**src/logic/alarm_tone.sv**
```systemverilog
module alarm_tone #(
  parameter int ALARM_CYCLES = 2**24,                  // Hold time after last motion
  parameter int TONE_BIT     = 21                      // Divider tap for the tone
) (
  input  logic iCLK_50,
  input  logic arst_n,
  input  logic motion,
  output logic alarm,
  output logic tone                                    // Square wave while alarmed
);

  localparam int HW = $clog2(ALARM_CYCLES + 1);        // Room for the saturated value

  logic [HW-1:0]       hold_cnt;                       // Cycles since last motion
  logic [TONE_BIT:0]   tone_cnt;                       // Free-running divider

  // Restart on motion, count up to the limit and stop there
  always_ff @(posedge iCLK_50 or negedge arst_n)
  begin
    if (!arst_n)
      hold_cnt <= HW'(ALARM_CYCLES);                   // Quiet at power-up
    else if (motion)
      hold_cnt <= '0;
    else if (hold_cnt < HW'(ALARM_CYCLES))
      hold_cnt <= hold_cnt + 1'b1;
  end

  always_ff @(posedge iCLK_50 or negedge arst_n)
  begin
    if (!arst_n)
      tone_cnt <= '0;
    else
      tone_cnt <= tone_cnt + 1'b1;
  end

  assign alarm = (hold_cnt < HW'(ALARM_CYCLES));       // Still inside hold time
  assign tone  = alarm & tone_cnt[TONE_BIT];           // Gated divider output

endmodule

```
**config.mk**
```make
export PLATFORM = sky130hd
export DESIGN_NAME = alarm_tone
export DESIGN_NICKNAME = d
export VERILOG_FILES = /design/src/logic/alarm_tone.sv
export SDC_FILE = /design/constraint.sdc
export NUM_CORES = 1
export LEC_CHECK = 0
export ABC_CLOCK_PERIOD_IN_PS = 1900
export BUFFER_PORTS_ARGS = -buffer_cell sky130_fd_sc_hd__buf_2
export CAP_MARGIN = 20
export CORE_AREA = 4 4 100 64
export CTS_BUF_LIST = sky130_fd_sc_hd__clkbuf_8 sky130_fd_sc_hd__clkbuf_16
export DETAILED_ROUTE_END_ITERATION = 6
export DIE_AREA = 0 0 104 68
export GPL_TIMING_DRIVEN = 0
export MAX_ROUTING_LAYER = met4
export PLACE_DENSITY = 0.62
export SLEW_MARGIN = 20
export SYNTH_ARGS = -nofsm -noshare
export SYNTH_HDL_FRONTEND = slang
export SYNTH_SLANG_ARGS = --single-unit
```
**constraint.sdc**
```tcl
create_clock -name iCLK_50 -period 1.9 [get_ports iCLK_50]
set_clock_uncertainty 0.1 [all_clocks]
set_input_delay 0.38 -clock iCLK_50 [delete_from_list [all_inputs] [get_ports iCLK_50]]
set_output_delay 0.38 -clock iCLK_50 [all_outputs]
set_load 0.03 [all_outputs]
```
[Word-level counts from Yosys, hierarchy flattened]
Index checks and enable logic that the tools add are counted.
Word-level totals
  word-level logic and storage cells: 9
  input bits: 3
  register bits after elaboration: 47
  output and inout port bits: 2
Operators by class
  order comparisons: 1
  $add $sub $neg: 2
  multiplexer cells: 2
  bitwise operators: 1
  reductions and logical operators: 1
Operator list (count)
  25-bit 2-to-1 mux: 2
  25-bit by 1-bit adder with 25-bit output, second input constant: 1
  25-bit less-than comparator, second input constant: 1
  22-bit by 1-bit adder with 22-bit output, second input constant: 1
  2-bit nonzero test: 1
  1-bit bitwise AND: 1

[Depth between registers and ports, before layout]
  word-level depth: 3
  depth in mapped cells: 6
  depth with buffers taken out: 5

[Worst setup path after synthesis]
Ideal clock, no wire load.
  path kind: reg2reg
  start point: register hold_cnt[0]
  end point: register hold_cnt[22]
  stages on the path, launching flop included: 7
  arrival: 1.564 ns
  path buffers: 1
  library setup time: 0.077 ns
  data required time: 1.723 ns
  setup slack: 0.159 ns
  period minus slack after synthesis: 1.741 ns
  cell sequence: dfrtp_1 ha_1 and3_1 buf_2 nand3_1 or4_1 a21oi_1
On the way
  longest elaborated chain between the ends: 3
  elaborated cells on any way between the ends: 5
  classes of those cells: add/sub (1); order compare (1); mux (2); reduce/logical (1)
Ends and longest elaborated chain
  from (decl): RTL line 14  | logic [HW-1:0] hold_cnt;
  from (signal assigned): RTL line 21  | hold_cnt <= HW'(ALARM_CYCLES);
  from (signal assigned): RTL line 25  | hold_cnt <= hold_cnt + 1'b1;
  25-bit by 1-bit adder with 25-bit output: RTL line 25
  25-bit 2-to-1 mux: RTL line 24  | else if (hold_cnt < HW'(ALARM_CYCLES))
  25-bit 2-to-1 mux: RTL line 22  | else if (motion)
Several ways; a longest one is shown, not always the timed one. The select of a mux whose other input is x is not followed.
A chain may end at the register's enable or synchronous reset.

[Final worst setup path]
  start point: register hold_cnt[5]
  end point: register hold_cnt[19]
Same word-level chain as after synthesis.

==> results.yml <==
worst_setup_path:
  critical_path.cell_chain: "and4_1 -> buf_4 -> nand4b_4 -> or4_1 -> a21oi_1"
  crit-reg2reg-launch: "hold_cnt[5]"
  critPathKind: "reg2reg"
  path_max_fanout: 9
  critical_path.startpoint: "hold_cnt[5]"
  critical-path-max-stage-delay_ps: 530
  setup.worst_path.start_class: "register"
  end_kind: "register"
  rr_endpoint: "hold_cnt[19]"
  slack_of_the_worst_reg_to_reg_path_ps: 90
  worst_r2r_path_depth: 5
  worst_path_max_delay_cell: "sky130_fd_sc_hd__or4_1"
  crit_end: "hold_cnt[19]"
  crit_required_ps: 2030
  critPathArrivalTime_ps: 1940
clock_network:
  clock_sink_count: 47
  cts_buffer_depth: 2
  clk_root_buffer_cell: "sky130_fd_sc_hd__clkbuf_8"
  h-tree-depth: 2
  number_of_buffers_added_by_the_clock_tree_synthesis_step: 5
  tritoncts: "done"
  worstSkewPairLatency_ps: 300
  postCtsHoldBufs: 0
  clk_pin_slew_worst_paths_ps: 90
cells_and_area:
  drive_gt1_share_pct: 16.5
  nets: 241
  final.fill_count: 525
  postLayoutCellArea_sq_um: 2550
  antenna_cells: 0
  final_cells: 306
  area_growth_syn_to_layout_pct: 13.7
status:
  run_status: "complete, but fails checks"
  failing_checks: "negative hold slack"
sta:
  drv_slew: 0
  fmaxAchievable_ghz: 0.552
  worst_slew_margin_rel_pct: 61.0
  worst-slew-pin-transition_ps: 585
  setup_viol_count_final: 0
  period_share_pct: 95.3
  timing.hold.ws_ps: -26.7
  timing_hold_violations_final: 46
  rsz0062_at_grt: "true"
  min_period_ps: 1810
synth:
  synth.most_common_cell: "sky130_fd_sc_hd__dfrtp_1"
  number_of_distinct_library_cell_variants_in_the_gate_level_netlist_after_synthesis: 33
  post-synth-top-area-fraction_pct: 51.3
  synth-seq-area-share_pct: 52.5
  synth_edf_count: 0
  synth.largest_area_cell: "sky130_fd_sc_hd__dfrtp_1"
  synth_nets: 223
  syn-instance-count: 218
  synth_top_cells_by_area: "sky130_fd_sc_hd__dfrtp_1, sky130_fd_sc_hd__xnor2_1, sky130_fd_sc_hd__xor2_1"
  yosys_warnings: 0
  avgSynthCellArea_sq_um: 10.3
  post_synth_most_frequent_cells: "sky130_fd_sc_hd__dfrtp_1, sky130_fd_sc_hd__xnor2_1, sky130_fd_sc_hd__nand3_1"
  async_s_r_ff_share_synth_pct: 100
  synth_area_sq_um: 2240
  synth.ff_latch_count: 47
  ys.flop_type: "sky130_fd_sc_hd__dfrtp_1"
floorplanning:
  boundaryPins: 5
  chip_width_um: 104
  vertical_die_dimension_um: 68
  total_die_area_sq_um: 7070
  fp.coreArea_sq_um: 5470
  start_util_pct: 41.0
  rows: 21
grt:
  grt.overflow.total: 0
  grt_max_degree: 48
  gr-usage-all-layers_pct: 13.3
  antenna_found_initial: 0
  grt_pass1_wl_um: 7190
  grt_pass1_vias: 1480
power:
  worst_ir_drop_vdd_mv: 0.344
  power_density_nw_per_um2: 661
  leakage_nw: 1.07
placed_design:
  hpwlAfterDp_um: 2770
  finalWeightedCongestion: 0.760
  port-buffer-count: 3
  post_dp_cell_area_sq_um: 2340
  dp.cells: 290
drt:
  first_iter_violations: 91
  drt_first_pass_iters: 4
  drt-vias-per-instance: 5.19
  post-route-drc-count: 0
  routedWlPerCell_um: 13.7
  drt.antenna.violating_nets: 0
  total_routed_wirelength_um: 4200
  via_count: 1589
worst_hold_path:
  worstHoldPathType: "in2async"
flow_run:
  max_cap_viol_count: 0
cells by family after synthesis:
kind of cell             after synthesis  share of synthesized area, %
adder cells (fa/ha/maj)                2                          1.12
flip-flops                            47                          52.5
multiplexers                           3                          1.45
AO/OA/AOI/OAI                         25                          6.02
XOR/XNOR                              29                          11.3
AND/OR/NAND/NOR                       99                          24.9
buffers and inverters                 13                          2.68
critical path, delay by kind of cell (launching register included):
kind,cells,cell delay [ps]
compound gates,1,160
simple gates,3,900
buf+inv,1,150
flops,1,420
per-layer routing:
layer  global-route usage (%)  vias to the layer above  wire length (um)
met5                        -                        -                 0
li1                         -                      800                 -
met4                     5.31                        0                63
met3                     3.49                        8               123
met2                     18.3                       16              1740
met1                     18.7                      765              2270
placed cells by master, fill, tap and decap left out, types with 3 or more instances in the layout:
cell | Yosys | final
sky130_fd_sc_hd__nand2_1 | 15 | 15
sky130_fd_sc_hd__xor2_1 | 10 | 10
sky130_fd_sc_hd__inv_1 | 5 | 5
sky130_fd_sc_hd__nand4_1 | 12 | 12
sky130_fd_sc_hd__clkbuf_8 | 0 | 5
sky130_fd_sc_hd__nor2_1 | 16 | 16
sky130_fd_sc_hd__buf_2 | 2 | 3
sky130_fd_sc_hd__and3_1 | 5 | 4
sky130_fd_sc_hd__or4_1 | 4 | 4
sky130_fd_sc_hd__nor2b_1 | 5 | 4
sky130_fd_sc_hd__o31ai_1 | 4 | 4
sky130_fd_sc_hd__nand3_1 | 17 | 16
sky130_fd_sc_hd__a21oi_1 | 13 | 12
sky130_fd_sc_hd__or3_1 | 8 | 7
sky130_fd_sc_hd__o21ai_0 | 8 | 8
sky130_fd_sc_hd__xnor2_1 | 19 | 19
sky130_fd_sc_hd__and4_1 | 6 | 6
sky130_fd_sc_hd__dfrtp_1 | 46 | 46
sky130_fd_sc_hd__buf_4 | 2 | 12
worst min path at each step:
stage | endpoint | slack, ps | startpoint
2_1_floorplan | hold_cnt[0] | -20 | arst_n
3_3_place_gp | tone_cnt[21] | 350 | tone_cnt[21]
3_5_place_dp | tone_cnt[5] | 360 | tone_cnt[5]
4_1_cts | hold_cnt[23] | 190 | arst_n
5_1_grt | hold_cnt[0] | 20 | arst_n
6_report | hold_cnt[23] | -30 | arst_n
per-stage QoR:
step                      total power, W  utilization [%]  TNS, ps  setup WS, ps
final                            0.00169             46.7        0          90.0
after global routing             0.00177             46.7    -71.2         -44.5
after CTS                        0.00171             44.8        0          23.2
after detailed placement         0.00108             42.9     -173         -96.7
after global placement           0.00108             42.9     -157         -95.0
after floorplan                  0.00105                -        0           159
where the power goes:
group	switching, W	total, W	internal (W)
clock	0.000358	0.000624	0.000266
sequential	0.00000615	0.00101	0.00100
combinational	0.0000362	0.0000503	0.0000141
registers in the layout (all words and copies together), names as in the netlist:
name / flops
tone_cnt: 22
hold_cnt: 25
area by class of cell:
class                      instances  area (sq um)  area share [%]
buffer                             7          43.8            1.72
timing repair buffer              12          85.1            3.34
tap                               69          86.3            3.39
multi-input combinational        158          1050            41.1
clock buffer                       5          68.8            2.70
sequential                        47          1180            46.2
clock inverter                     3          22.5           0.883
inverter                           5          18.8           0.736
timing repair:
| action | CTS | global route |
|---|---|---|
| endpoints found under the setup margin | 8 | 12 |
| pin swaps | 0 | 5 |
| setup buffers | 0 | 9 |
| gates resized for setup | 3 | 9 |
No activity file was read; power rests on OpenSTA's default activity.
