### src/common/motion_pkg.sv
package motion_pkg;

  localparam int CHAN_W = 5;                           // Camera channel depth
  localparam int OUT_W  = 10;                          // VGA DAC channel depth

  // Brightness cut for the binary method, compared against r+g+b
  localparam int BIN_THRESHOLD = 48;                   // Bright when sum is above this

  localparam logic [OUT_W-1:0] MARK_LEVEL = '1;        // Full-scale red for the mark

  // One camera pixel, RGB555
  typedef struct packed {
    logic [CHAN_W-1:0] r;                              // Red
    logic [CHAN_W-1:0] g;                              // Green
    logic [CHAN_W-1:0] b;                              // Blue
  } rgb555_t;

  // Same raster position in two consecutive frames
  typedef struct packed {
    rgb555_t cur;                                      // Current frame
    rgb555_t prev;                                     // Previous frame
  } pix_pair_t;

  // Output pixel at VGA depth
  typedef struct packed {
    logic [OUT_W-1:0] r;                               // Red, may carry the mark
    logic [OUT_W-1:0] g;                               // Green
    logic [OUT_W-1:0] b;                               // Blue
  } vga_rgb_t;

endpackage

### src/logic/overlay_mark.sv
module overlay_mark #(
  parameter int LINE_WIDTH  = 640,
  parameter int FRAME_LINES = 480,
  parameter int MARGIN      = 20                       // Unmarked border width
) (
  input  logic                  iCLK_50,
  input  logic                  arst_n,
  input  logic                  pix_valid,
  input  motion_pkg::pix_pair_t pix_in,
  input  logic                  motion,
  output motion_pkg::vga_rgb_t  pix_out,
  output logic                  out_valid
);

  localparam int XW  = $clog2(LINE_WIDTH);
  localparam int YW  = $clog2(FRAME_LINES);
  localparam int PAD = motion_pkg::OUT_W - motion_pkg::CHAN_W;    // Low zero bits

  logic [XW-1:0] x_cnt;                                // Column of the arriving pixel
  logic [YW-1:0] y_cnt;                                // Line of the arriving pixel
  logic          in_box;
  logic          x_last;

  assign x_last = (x_cnt == XW'(LINE_WIDTH - 1));

  // Marked region, same shape as the reference box
  assign in_box = (int'(x_cnt) >= MARGIN) && (int'(x_cnt) < LINE_WIDTH - MARGIN) &&
                  (int'(y_cnt) >= MARGIN) && (int'(y_cnt) < FRAME_LINES - MARGIN);

  // Raster position from the valid count
  always_ff @(posedge iCLK_50 or negedge arst_n)
  begin
    if (!arst_n)
    begin
      x_cnt <= '0;
      y_cnt <= '0;
    end
    else if (pix_valid)
    begin
      if (x_last)
      begin
        x_cnt <= '0;
        if (y_cnt == YW'(FRAME_LINES - 1))             // Frame wrap
          y_cnt <= '0;
        else
          y_cnt <= y_cnt + 1'b1;
      end
      else
        x_cnt <= x_cnt + 1'b1;
    end
  end

  always_ff @(posedge iCLK_50 or negedge arst_n)
  begin
    if (!arst_n)
      out_valid <= 1'b0;
    else
      out_valid <= pix_valid;                          // One pulse per pixel
  end

  // Widen to VGA depth, red overridden inside the box on motion
  always_ff @(posedge iCLK_50)
  begin
    if (pix_valid)
    begin
      pix_out.g <= {pix_in.cur.g, {PAD{1'b0}}};
      pix_out.b <= {pix_in.cur.b, {PAD{1'b0}}};
      if (in_box && motion)
        pix_out.r <= motion_pkg::MARK_LEVEL;
      else
        pix_out.r <= {pix_in.cur.r, {PAD{1'b0}}};
    end
  end

endmodule

### config.mk
export PLATFORM = sky130hd
export DESIGN_NAME = overlay_mark
export DESIGN_NICKNAME = d
export VERILOG_FILES = /design/src/common/motion_pkg.sv /design/src/logic/overlay_mark.sv
export SDC_FILE = /design/constraint.sdc
export NUM_CORES = 1
export LEC_CHECK = 0
export BUFFER_PORTS_ARGS = -buffer_cell sky130_fd_sc_hd__buf_2
export CORE_MARGIN = 2
export CORE_UTILIZATION = 48
export CTS_CLUSTER_DIAMETER = 120
export DETAILED_ROUTE_END_ITERATION = 12
export GPL_TIMING_DRIVEN = 1
export PLACE_DENSITY = 0.89
export SYNTH_ARGS = -nofsm -noshare
export SYNTH_HDL_FRONTEND = slang
export SYNTH_SLANG_ARGS = --single-unit
### constraint.sdc
create_clock -name iCLK_50 -period 2.5 [get_ports iCLK_50]
set_input_delay 0 -clock iCLK_50 [delete_from_list [all_inputs] [get_ports iCLK_50]]
set_output_delay 0 -clock iCLK_50 [all_outputs]
set_load 0.03 [all_outputs]
## After elaboration in Yosys (flattened, before gate mapping)

Cells that the tools add are included.

- $add $sub $neg: 2
- Order comparisons: 4
- Equality and inequality tests: 2
- Multiplexer cells: 3
- Reduce and logical (&&, ||, !) cells: 5

Operators by type and width:

| cell | count |
|---|---|
| $add 10x1->10 const B | 1 |
| $eq 10x10->1 const B | 1 |
| $ge 10x5->1 const B | 1 |
| $lt 10x10->1 const B | 1 |
| $mux 10 | 1 |
| $add 9x1->9 const B | 1 |
| $eq 9x9->1 const B | 1 |
| $ge 9x5->1 const B | 1 |
| $lt 9x9->1 const B | 1 |
| $mux 9 | 1 |
| $mux 5 | 1 |
| $logic_and 1x1->1 | 4 |
| $reduce_and 2->1 | 1 |

- Register bits: 40
- Input port bits: 34
- Output and inout port bits: 31

## Depth between registers and ports, before layout

Gate-level depths: netlist of run 1.

- Word-level depth: 6
- Mapped depth: 5

## Worst setup path after synthesis of run 1

OpenSTA, ideal clock, no wires.

- Kind: register to register
- From: register x_cnt[8]
- To: register y_cnt[7]
- Setup time: 73 ps
- Arrival: 1723 ps
- Slack: 704 ps
- Stages on the path, launching flop included: 5
- Buffers on the path: 0
- Period minus slack after synthesis: 1796 ps
- Cells stage by stage: dfrtp_1 nand4bb_4 or4_4 or3_1 a21oi_2

- Longest elaborated chain between the ends: 2

RTL lines:

| item | line | RTL |
|---|---|---|
| start, declared | overlay_mark.sv:19 | `logic [XW-1:0] x_cnt;` |
| start signal, assigned | overlay_mark.sv:49 | `x_cnt <= x_cnt + 1'b1;` |
| $eq 10x10->1 | overlay_mark.sv:24 | `assign x_last = (x_cnt == XW'(LINE_WIDTH - 1));` |
| $reduce_and 2->1 (no source line) | -- |  |
| end signal, assigned | overlay_mark.sv:46 | `y_cnt <= y_cnt + 1'b1;` |
| end, declared | overlay_mark.sv:20 | `logic [YW-1:0] y_cnt;` |

Every way passes these cells.
A chain may end at the register's enable or synchronous reset.

## Final worst setup path of run 1

- From: register x_cnt[0]
- To: register y_cnt[0]

The elaborated chain is that of the path after synthesis.

==> results of run 1 <==
stage by stage:
step,worst slack (ps),power [uW],instance area [um^2],utilization
6_report,533,1340,2120,0.625
5_1_grt,425,1410,2120,0.625
4_1_cts,554,1350,2120,0.625
3_5_place_dp,582,1020,1900,0.561
3_3_place_gp,622,1010,1900,0.561
2_1_floorplan,704,974,1760,-
power by group through the flow:
stage | Clock, uW | Sequential, uW | Combinational [uW]
finish | 309 | 758 | 274
global route | 345 | 767 | 299
CTS | 315 | 756 | 275
detailed placement | 0 | 768 | 256
global placement | 0 | 763 | 246
floorplan | 0 | 784 | 190
logic make-up (layout without fill, tap and decap cells):
logic type,after synthesis,after routing,share of synthesized area
DFF,36,36,0.567
xor gates and xnor gates,11,11,0.0557
and+or+nand+nor,51,51,0.171
adders and majority gates,4,4,0.0289
other,1,10,0.00217
buffers and inverters,22,70,0.0868
AOI/OAI and AO/OA,24,24,0.0889
worst paths after layout:
path / to / start / slack (ps) / cells past startpoint
min: out_valid / pix_valid / 70 / 2
max in group asynchronous: y_cnt[3] / arst_n / 2060 / 2
min reg2reg: y_cnt[4] / y_cnt[4] / 570 / 1
min in group asynchronous: x_cnt[4] / arst_n / 120 / 2
max reg2reg: y_cnt[0] / x_cnt[0] / 530 / 5
max: y_cnt[0] / x_cnt[0] / 530 / 5
area by class of cell:
type / count / area, um^2 / area share
flip-flops and latches: 36 / 981 / 0.463
multi-input cells: 100 / 633 / 0.299
repair buffers: 57 / 370 / 0.175
well taps: 46 / 57.6 / 0.0272
clock buffers: 5 / 37.5 / 0.0177
clock inverters: 3 / 18.8 / 0.00887
inverters: 5 / 18.8 / 0.00887
Yosys cell counts:
master	count	area share
or3_2	1	0.0043
inv_1	5	0.011
a211oi_1	1	0.0043
or4_2	2	0.010
a2bb2oi_1	1	0.0051
nor2_1	10	0.022
nand4_1	5	0.018
o2111ai_1	1	0.0051
o21ai_0	10	0.029
and3_1	1	0.0036
conb_1	1	0.0022
o21bai_1	5	0.022
buf_4	14	0.061
nand2_1	7	0.015
a22o_1	1	0.0051
o32ai_1	1	0.0051
nand4bb_4	1	0.016
ha_1	4	0.029
xnor2_1	8	0.040
clkbuf_1	1	0.0022
or3_1	3	0.011
nor3_1	1	0.0029
nand3_1	12	0.035
a21oi_2	1	0.0051
or2_2	1	0.0036
dfrtp_1	20	0.29
nor4_1	4	0.014
or4_4	1	0.0065
xor2_1	3	0.015
edfxtp_1	16	0.28
and2_1	1	0.0036
buf_6	2	0.013
a21oi_1	3	0.0087
and4_1	1	0.0051
per-layer routing:
metal / up-vias / routed length, um / global-route usage
met4: 0 / 65 / 0.0870
met2: 50 / 1740 / 0.319
li1: 627 / - / -
met5: - / 0 / 0
met1: 621 / 1400 / 0.229
met3: 7 / 182 / 0.0511
state kept, by name, summed over array words and instances, names as in the netlist:
name       flops
x_cnt         10
pix_out       16
y_cnt          9
out_valid      1
==> flow_metrics.env, run 1 <==
export IMPL_grt_pass1_wl_um=5930
export IMPL_gp_congestion=0.792
export IMPL_diodes=0
export IMPL_antenna_found_initial=0
export IMPL_finalNonFillerCells=252
export IMPL_first_pass_iters=4
export IMPL_die_area_um2=4100
export IMPL_final_cell_mix="buf_2 (39), dfrtp_1 (20), dlygate4sd3_1 (16), edfxtp_1 (16), nand3_1 (12)"
export IMPL_max_vdd_ir_drop_uv=270
export IMPL_clock_sinks=36
export IMPL_seqPwrFrac=0.565
export IMPL_nets=243
export IMPL_crit_fanout=6
export IMPL_dp_cells=228
export IMPL_drt_iter0_markers=191
export IMPL_drv_slew=0
export IMPL_crit_slowest_cell="or4_2"
export IMPL_setup_violations=0
export IMPL_post_cts_resized=0
export IMPL_num_vias=1305
export IMPL_clk_pin_slew_ps=110
export IMPL_worst_pin_slew_ps=499
export IMPL_drc=0
export IMPL_ctsHtreeMaxLevel=2
export IMPL_die_w_um=64.0
export IMPL_areaGrowthSynthToFinish_pct=22.3
export IMPL_first_global_vias=1253
export IMPL_postSynthCellCount=149
export IMPL_power_switching_uw=444
export IMPL_path_class="flop to flop"
export IMPL_fillerInstances=244
export IMPL_syn_cell_area_um2=1730
export IMPL_start_util=0.511
export IMPL_cp_buffers_inverters=0
export IMPL_whs_ps=70.4
export IMPL_avgSynthCellArea_um2=11.6
export IMPL_end_kind="flop"
export IMPL_period_share=0.787
export IMPL_cts_tree="yes"
export IMPL_final_setup_skew_ps=9.89
export IMPL_drive_above_1_share=0.272
export IMPL_wl_per_cell_um=13.4
export IMPL_synth_warning_count=0
export IMPL_cts_setup_buffers=0
export IMPL_hold_buffers=16
export IMPL_final_common_cell="buf_2"
export IMPL_worstPathArrival_ps=2240
export IMPL_maxCapViolCount=0
export IMPL_slowest_delay_ps=610
export IMPL_placementRows=21
export IMPL_min_path_type="input pin to flop"
export IMPL_post_dp_hpwl_um=2350
export IMPL_fin_tns_setup_ps=0
export IMPL_core_area_um2=3390
export IMPL_io_buffers=39
export IMPL_gr_usage_all_layers=0.191
export IMPL_ys_seq_area_frac=0.567
export IMPL_ant_nets=0
export IMPL_power_leakage_uw=0.000919
export IMPL_clk_latency_ps=350
export IMPL_power_frac_comb=0.204
export IMPL_cts_buffers=5
export IMPL_path_cells="ha_1 -> nand3_1 -> or2_2 -> or4_2 -> o21ai_0"
export IMPL_critPathLaunchType="flop"
export IMPL_relSlewSlack=0.667
export IMPL_swShare=0.331
export IMPL_yosysUniqueCellTypes=34
export IMPL_status="completed"
export IMPL_grt_overflow=0
export IMPL_power_density_nw_per_um2=633
export IMPL_drt_vias_per_instance=5.18
export IMPL_power_frac_clock=0.230
export IMPL_synth_seq_cells=36
export IMPL_p_int_uw=897
export IMPL_die_y_um=64.0
export IMPL_finalWirelength_um=3390
export IMPL_critical_path_top_delay_family="simple AND/OR/NAND/NOR gates"
export IMPL_grt_max_degree=25
export IMPL_cts_buffer_depth=2
export IMPL_pin_count=65
export IMPL_period_minus_slack_ps=1970
export IMPL_cts_root_buf="clkbuf_4"
export IMPL_rsz0062_at_grt="no"
export IMPL_worstPathRequired_ps=2770
export IMPL_hold_viol_final=0
export IMPL_max_freq_ghz=0.508
No activity file was read; power rests on OpenSTA's default activity.
==> run 2, diff against run 1 <==
- clock period: 2.5 -> 1.9 ns (I/O delays scaled with it)
==> flow_metrics.env, run 2 (synthesized netlist as in run 1, its figures left out) <==
export IMPL_status="completed"
export IMPL_regMostFlops="pix_out"
export IMPL_cts_root_buf="clkbuf_4"
export IMPL_worstPathArrival_ps=2110
export IMPL_io_buffers=39
export IMPL_startpoint="x_cnt[7]"
export IMPL_fin_util=0.664
export IMPL_r2r_end="y_cnt[7]"
export IMPL_crit_fanout=6
export IMPL_fillerInstances=227
export IMPL_largest_reg_flops=16
export IMPL_crit_path_end="y_cnt[7]"
export IMPL_whs_ps=66.2
export IMPL_drv_slew=0
export IMPL_final_common_cell="buf_2"
export IMPL_top_regs="pix_out x16, x_cnt x10, y_cnt x9"
export IMPL_cts_tree="yes"
export IMPL_critPathLaunchType="flop"
export IMPL_multi_input_area_um2=657
export IMPL_swShare=0.334
export IMPL_final_setup_skew_ps=17.3
export IMPL_die_area_um2=4100
export IMPL_core_area_um2=3390
export IMPL_final_cell_mix="buf_2 (39), dfrtp_1 (19), buf_4 (17)"
export IMPL_path_class="flop to flop"
export IMPL_grt_overflow=0
export IMPL_hold_path_cell_count=2
export IMPL_max_freq_ghz=0.543
export IMPL_grt_max_degree=25
export IMPL_cts_buffer_depth=2
export IMPL_nets=258
export IMPL_top_layer="met4"
export IMPL_relSlewSlack=0.630
export IMPL_power_frac_clock=0.216
export IMPL_power_switching_uw=623
export IMPL_ant_nets=0
export IMPL_clock_sinks=36
export IMPL_final_cell_area_um2=2250
export IMPL_min_path_type="input pin to flop"
export IMPL_drive_above_1_share=0.335
export IMPL_seqPwrFrac=0.520
export IMPL_period_minus_slack_ps=1840
export IMPL_drt_vias_per_instance=5.21
export IMPL_post_dp_hpwl_um=2450
export IMPL_cts_buffers=5
export IMPL_period_share=0.969
export IMPL_max_vdd_ir_drop_uv=303
export IMPL_drt_iter0_markers=197
export IMPL_diodes=0
export IMPL_reg2reg_depth=4
export IMPL_gr_usage_all_layers=0.202
export IMPL_maxCapViolCount=0
export IMPL_grt_pass1_wl_um=6290
export IMPL_clk_latency_ps=350
export IMPL_hold_viol_final=0
export IMPL_worst_pin_slew_ps=555
export IMPL_r2r_slack_ps=60
export IMPL_first_pass_iters=4
export IMPL_finalWirelength_um=3880
export IMPL_placementRows=21
export IMPL_antenna_found_initial=0
export IMPL_first_global_vias=1349
export IMPL_power_leakage_uw=0.000986
export IMPL_wl_per_cell_um=14.5
export IMPL_power_density_nw_per_um2=829
export IMPL_worstPathRequired_ps=2170
export IMPL_drc=0
export IMPL_wl_met2_um=2080
export IMPL_end_kind="flop"
export IMPL_num_vias=1390
export IMPL_reg2reg_from="x_cnt[7]"
export IMPL_die_w_um=64.0
export IMPL_p_int_uw=1240
export IMPL_pin_count=65
export IMPL_areaGrowthSynthToFinish_pct=30.1
export IMPL_regArea_um2=982
export IMPL_clk_pin_slew_ps=120
export IMPL_die_y_um=64.0
export IMPL_gp_congestion=0.807
export IMPL_routed_wl_met3_um=222
export IMPL_placed_area_um2=1980
export IMPL_ctsHtreeMaxLevel=2
export IMPL_p_total_uw=1870
export IMPL_power_frac_comb=0.264
export IMPL_start_util=0.511
export IMPL_wl_met1_um=1440
export IMPL_setup_violations=0
[run 2: cell count changes in the layout (fill, tap and decap cells not counted), sizes merged]
cell,before,now
clkbuf,5,6
clkinv,3,1
clkinvlp,0,1
buf,41,56
[run 2: how the worst min path moves through the flow]
stage | startpoint | to | slack [ps]
global placement | arst_n | x_cnt[8] | -30
finish | pix_valid | out_valid | 70
floorplan | arst_n | out_valid | -300
detailed placement | arst_n | x_cnt[8] | -30
global route | pix_valid | out_valid | 60
CTS | pix_valid | out_valid | 60
[run 2: routing by layer]
layer	vias up	GRT usage
met4	0	0.0978
met1	659	0.230
li1	653	-
met2	64	0.362
met5	-	0
met3	14	0.0387
[run 2: power by group through the flow]
stage | Combinational (uW) | Sequential, uW | Clock [uW]
2_1_floorplan | 250 | 1030 | 0
3_3_place_gp | 425 | 966 | 0
3_5_place_dp | 445 | 970 | 0
4_1_cts | 471 | 955 | 391
5_1_grt | 533 | 979 | 446
6_report | 493 | 971 | 402
[run 2: repair_timing]
| action | CTS | global route |
|---|---|---|
| setup endpoints to repair | 0 | 8 |
| hold endpoints to repair | 35 | 0 |
| gates resized for setup | 0 | 6 |
| hold buffers | 16 | 0 |
| setup buffers | 0 | 4 |
[run 2: final cells by class]
class	count	share of cell area
Inverter	5	0.00834
Clock buffer	6	0.0183
Tap cell	46	0.0256
Sequential cell	36	0.436
Clock inverter	2	0.00500
Timing Repair Buffer	72	0.215
Multi-Input combinational cell	100	0.292
[run 2: critical path, cell delays in order (launching register included)]
cell and delay, ps:
dfrtp_1 430, nand4bb_4 210, or4_4 590, or3_4 390, a21oi_2 140
[run 2: stage by stage]
stage                     std cells  TNS, ps  setup WS (ps)
after detailed placement        239        0           36.9
final                           267        0           59.4
after floorplan                 158        0            104
after global routing            267    -3.85          -3.85
after global placement          239        0           87.6
after CTS                       263        0           17.3
==> run 3, diff against run 2 <==
- PLACE_DENSITY: 0.89 -> 0.85
==> flow_metrics.env, run 3 (synthesized netlist as in run 1, its figures left out) <==
export IMPL_drt_vias_per_instance=5.04
export IMPL_diodes=0
export IMPL_period_minus_slack_ps=1850
export IMPL_first_pass_iters=4
export IMPL_reg2reg_from="x_cnt[6]"
export IMPL_antenna_found_initial=0
export IMPL_io_buffers=39
export IMPL_cts_buffers=5
export IMPL_placed_area_um2=1990
export IMPL_crit_fanout=6
export IMPL_drt_iter0_markers=57
export IMPL_first_global_vias=1317
export IMPL_fin_util=0.656
export IMPL_drive_above_1_share=0.335
export IMPL_finalWirelength_um=3680
export IMPL_clk_pin_slew_ps=110
export IMPL_ant_nets=0
export IMPL_areaGrowthSynthToFinish_pct=28.4
export IMPL_nets=255
export IMPL_setup_violations=0
export IMPL_regArea_um2=982
export IMPL_wl_per_cell_um=13.9
export IMPL_core_area_um2=3390
export IMPL_cts_setup_buffers=0
export IMPL_period_share=0.975
export IMPL_finalNonFillerCells=264
export IMPL_end_kind="flop"
export IMPL_power_frac_clock=0.211
export IMPL_path_class="flop to flop"
export IMPL_hold_viol_final=0
export IMPL_critPathLaunchType="flop"
export IMPL_seqPwrFrac=0.522
export IMPL_largest_reg_flops=16
export IMPL_power_leakage_uw=0.000979
export IMPL_cts_tree="yes"
export IMPL_drv_slew=0
export IMPL_power_density_nw_per_um2=832
export IMPL_cts_buffer_depth=2
export IMPL_regMostFlops="pix_out"
export IMPL_final_cell_mix="buf_2 (39), dfrtp_1 (19), dlygate4sd3_1 (16), edfxtp_1 (16), buf_4 (14)"
export IMPL_multi_input_area_um2=647
export IMPL_swShare=0.331
export IMPL_status="completed"
export IMPL_hold_start="pix_valid"
export IMPL_placementRows=21
export IMPL_max_vdd_ir_drop_uv=535
export IMPL_min_path_type="input pin to flop"
export IMPL_ctsHtreeMaxLevel=2
export IMPL_grt_max_degree=25
export IMPL_num_vias=1331
export IMPL_top_regs="pix_out x16, x_cnt x10, y_cnt x9"
export IMPL_dp_cells=240
export IMPL_gp_congestion=0.838
export IMPL_maxCapViolCount=0
export IMPL_max_freq_ghz=0.540
export IMPL_post_dp_hpwl_um=2420
export IMPL_start_util=0.511
export IMPL_p_int_uw=1240
export IMPL_final_cell_area_um2=2220
export IMPL_startpoint="x_cnt[6]"
export IMPL_p_total_uw=1850
export IMPL_die_area_um2=4100
export IMPL_worstPathRequired_ps=1960
export IMPL_fillerInstances=250
export IMPL_pin_count=65
export IMPL_final_setup_skew_ps=14.7
export IMPL_grt_pass1_wl_um=5810
export IMPL_die_w_um=64.0
export IMPL_clock_sinks=36
export IMPL_grt_overflow=0
export IMPL_power_frac_comb=0.267
export IMPL_worst_pin_slew_ps=546
export IMPL_die_y_um=64.0
export IMPL_final_common_cell="buf_2"
export IMPL_power_switching_uw=612
export IMPL_cts_root_buf="clkbuf_4"
export IMPL_gr_usage_all_layers=0.186
export IMPL_relSlewSlack=0.635
export IMPL_worstPathArrival_ps=1920
export IMPL_drc=0
export IMPL_clk_latency_ps=340
[run 3: layer usage]
layer | GRT usage | vias up | share of wire
met5 | 0 | - | 0
met4 | 0.0516 | 0 | 0.0092
met3 | 0.0440 | 4 | 0.065
met2 | 0.350 | 51 | 0.53
met1 | 0.207 | 629 | 0.40
li1 | - | 647 | -
[run 3: what timing repair did]
action,in CTS,in global routing
hold buffers,16,0
gates resized for setup,0,5
setup endpoints to repair,0,12
endpoints found under the hold margin,35,0
[run 3: worst max-delay path, stage by stage, from the launching register on]
cell and delay (ps):
dfrtp_1 440, or4_2 700, nor2_2 120, a22o_2 210, o21bai_1 100
[run 3: area by class of cell]
class | instances | share of cell area
clock buffers | 5 | 0.0169
clock inverters | 3 | 0.00845
inverters | 5 | 0.00845
multi-input cells | 100 | 0.291
flip-flops and latches | 36 | 0.442
well taps | 46 | 0.0259
repair buffers | 69 | 0.207
[run 3: metrics by stage]
stage	hold WS (ps)	setup TNS (ps)	setup slack, ps
finish	76.8	0	47.6
global route	55.7	-2.31	-2.31
CTS	60.7	0	45.8
detailed placement	-18.8	0	76.0
global placement	-26.1	0	115
floorplan	-296	0	104
[run 3: final timing paths]
kind / end / slack [ps] / cells after the start
max: pix_out[25] / 50 / 4
min: out_valid / 80 / 2
max reg2reg: pix_out[25] / 50 / 4
min reg2reg: y_cnt[4] / 550 / 1
max in group asynchronous: x_cnt[5] / 1430 / 2
min in group asynchronous: x_cnt[9] / 130 / 2
[run 3: power by group through the flow]
stage               clock network, uW  logic [uW]  registers (uW)
floorplan                           0         250            1030
global placement                    0         421             966
detailed placement                  0         439             969
CTS                               400         463             954
global route                      435         529             975
finish                            390         493             966
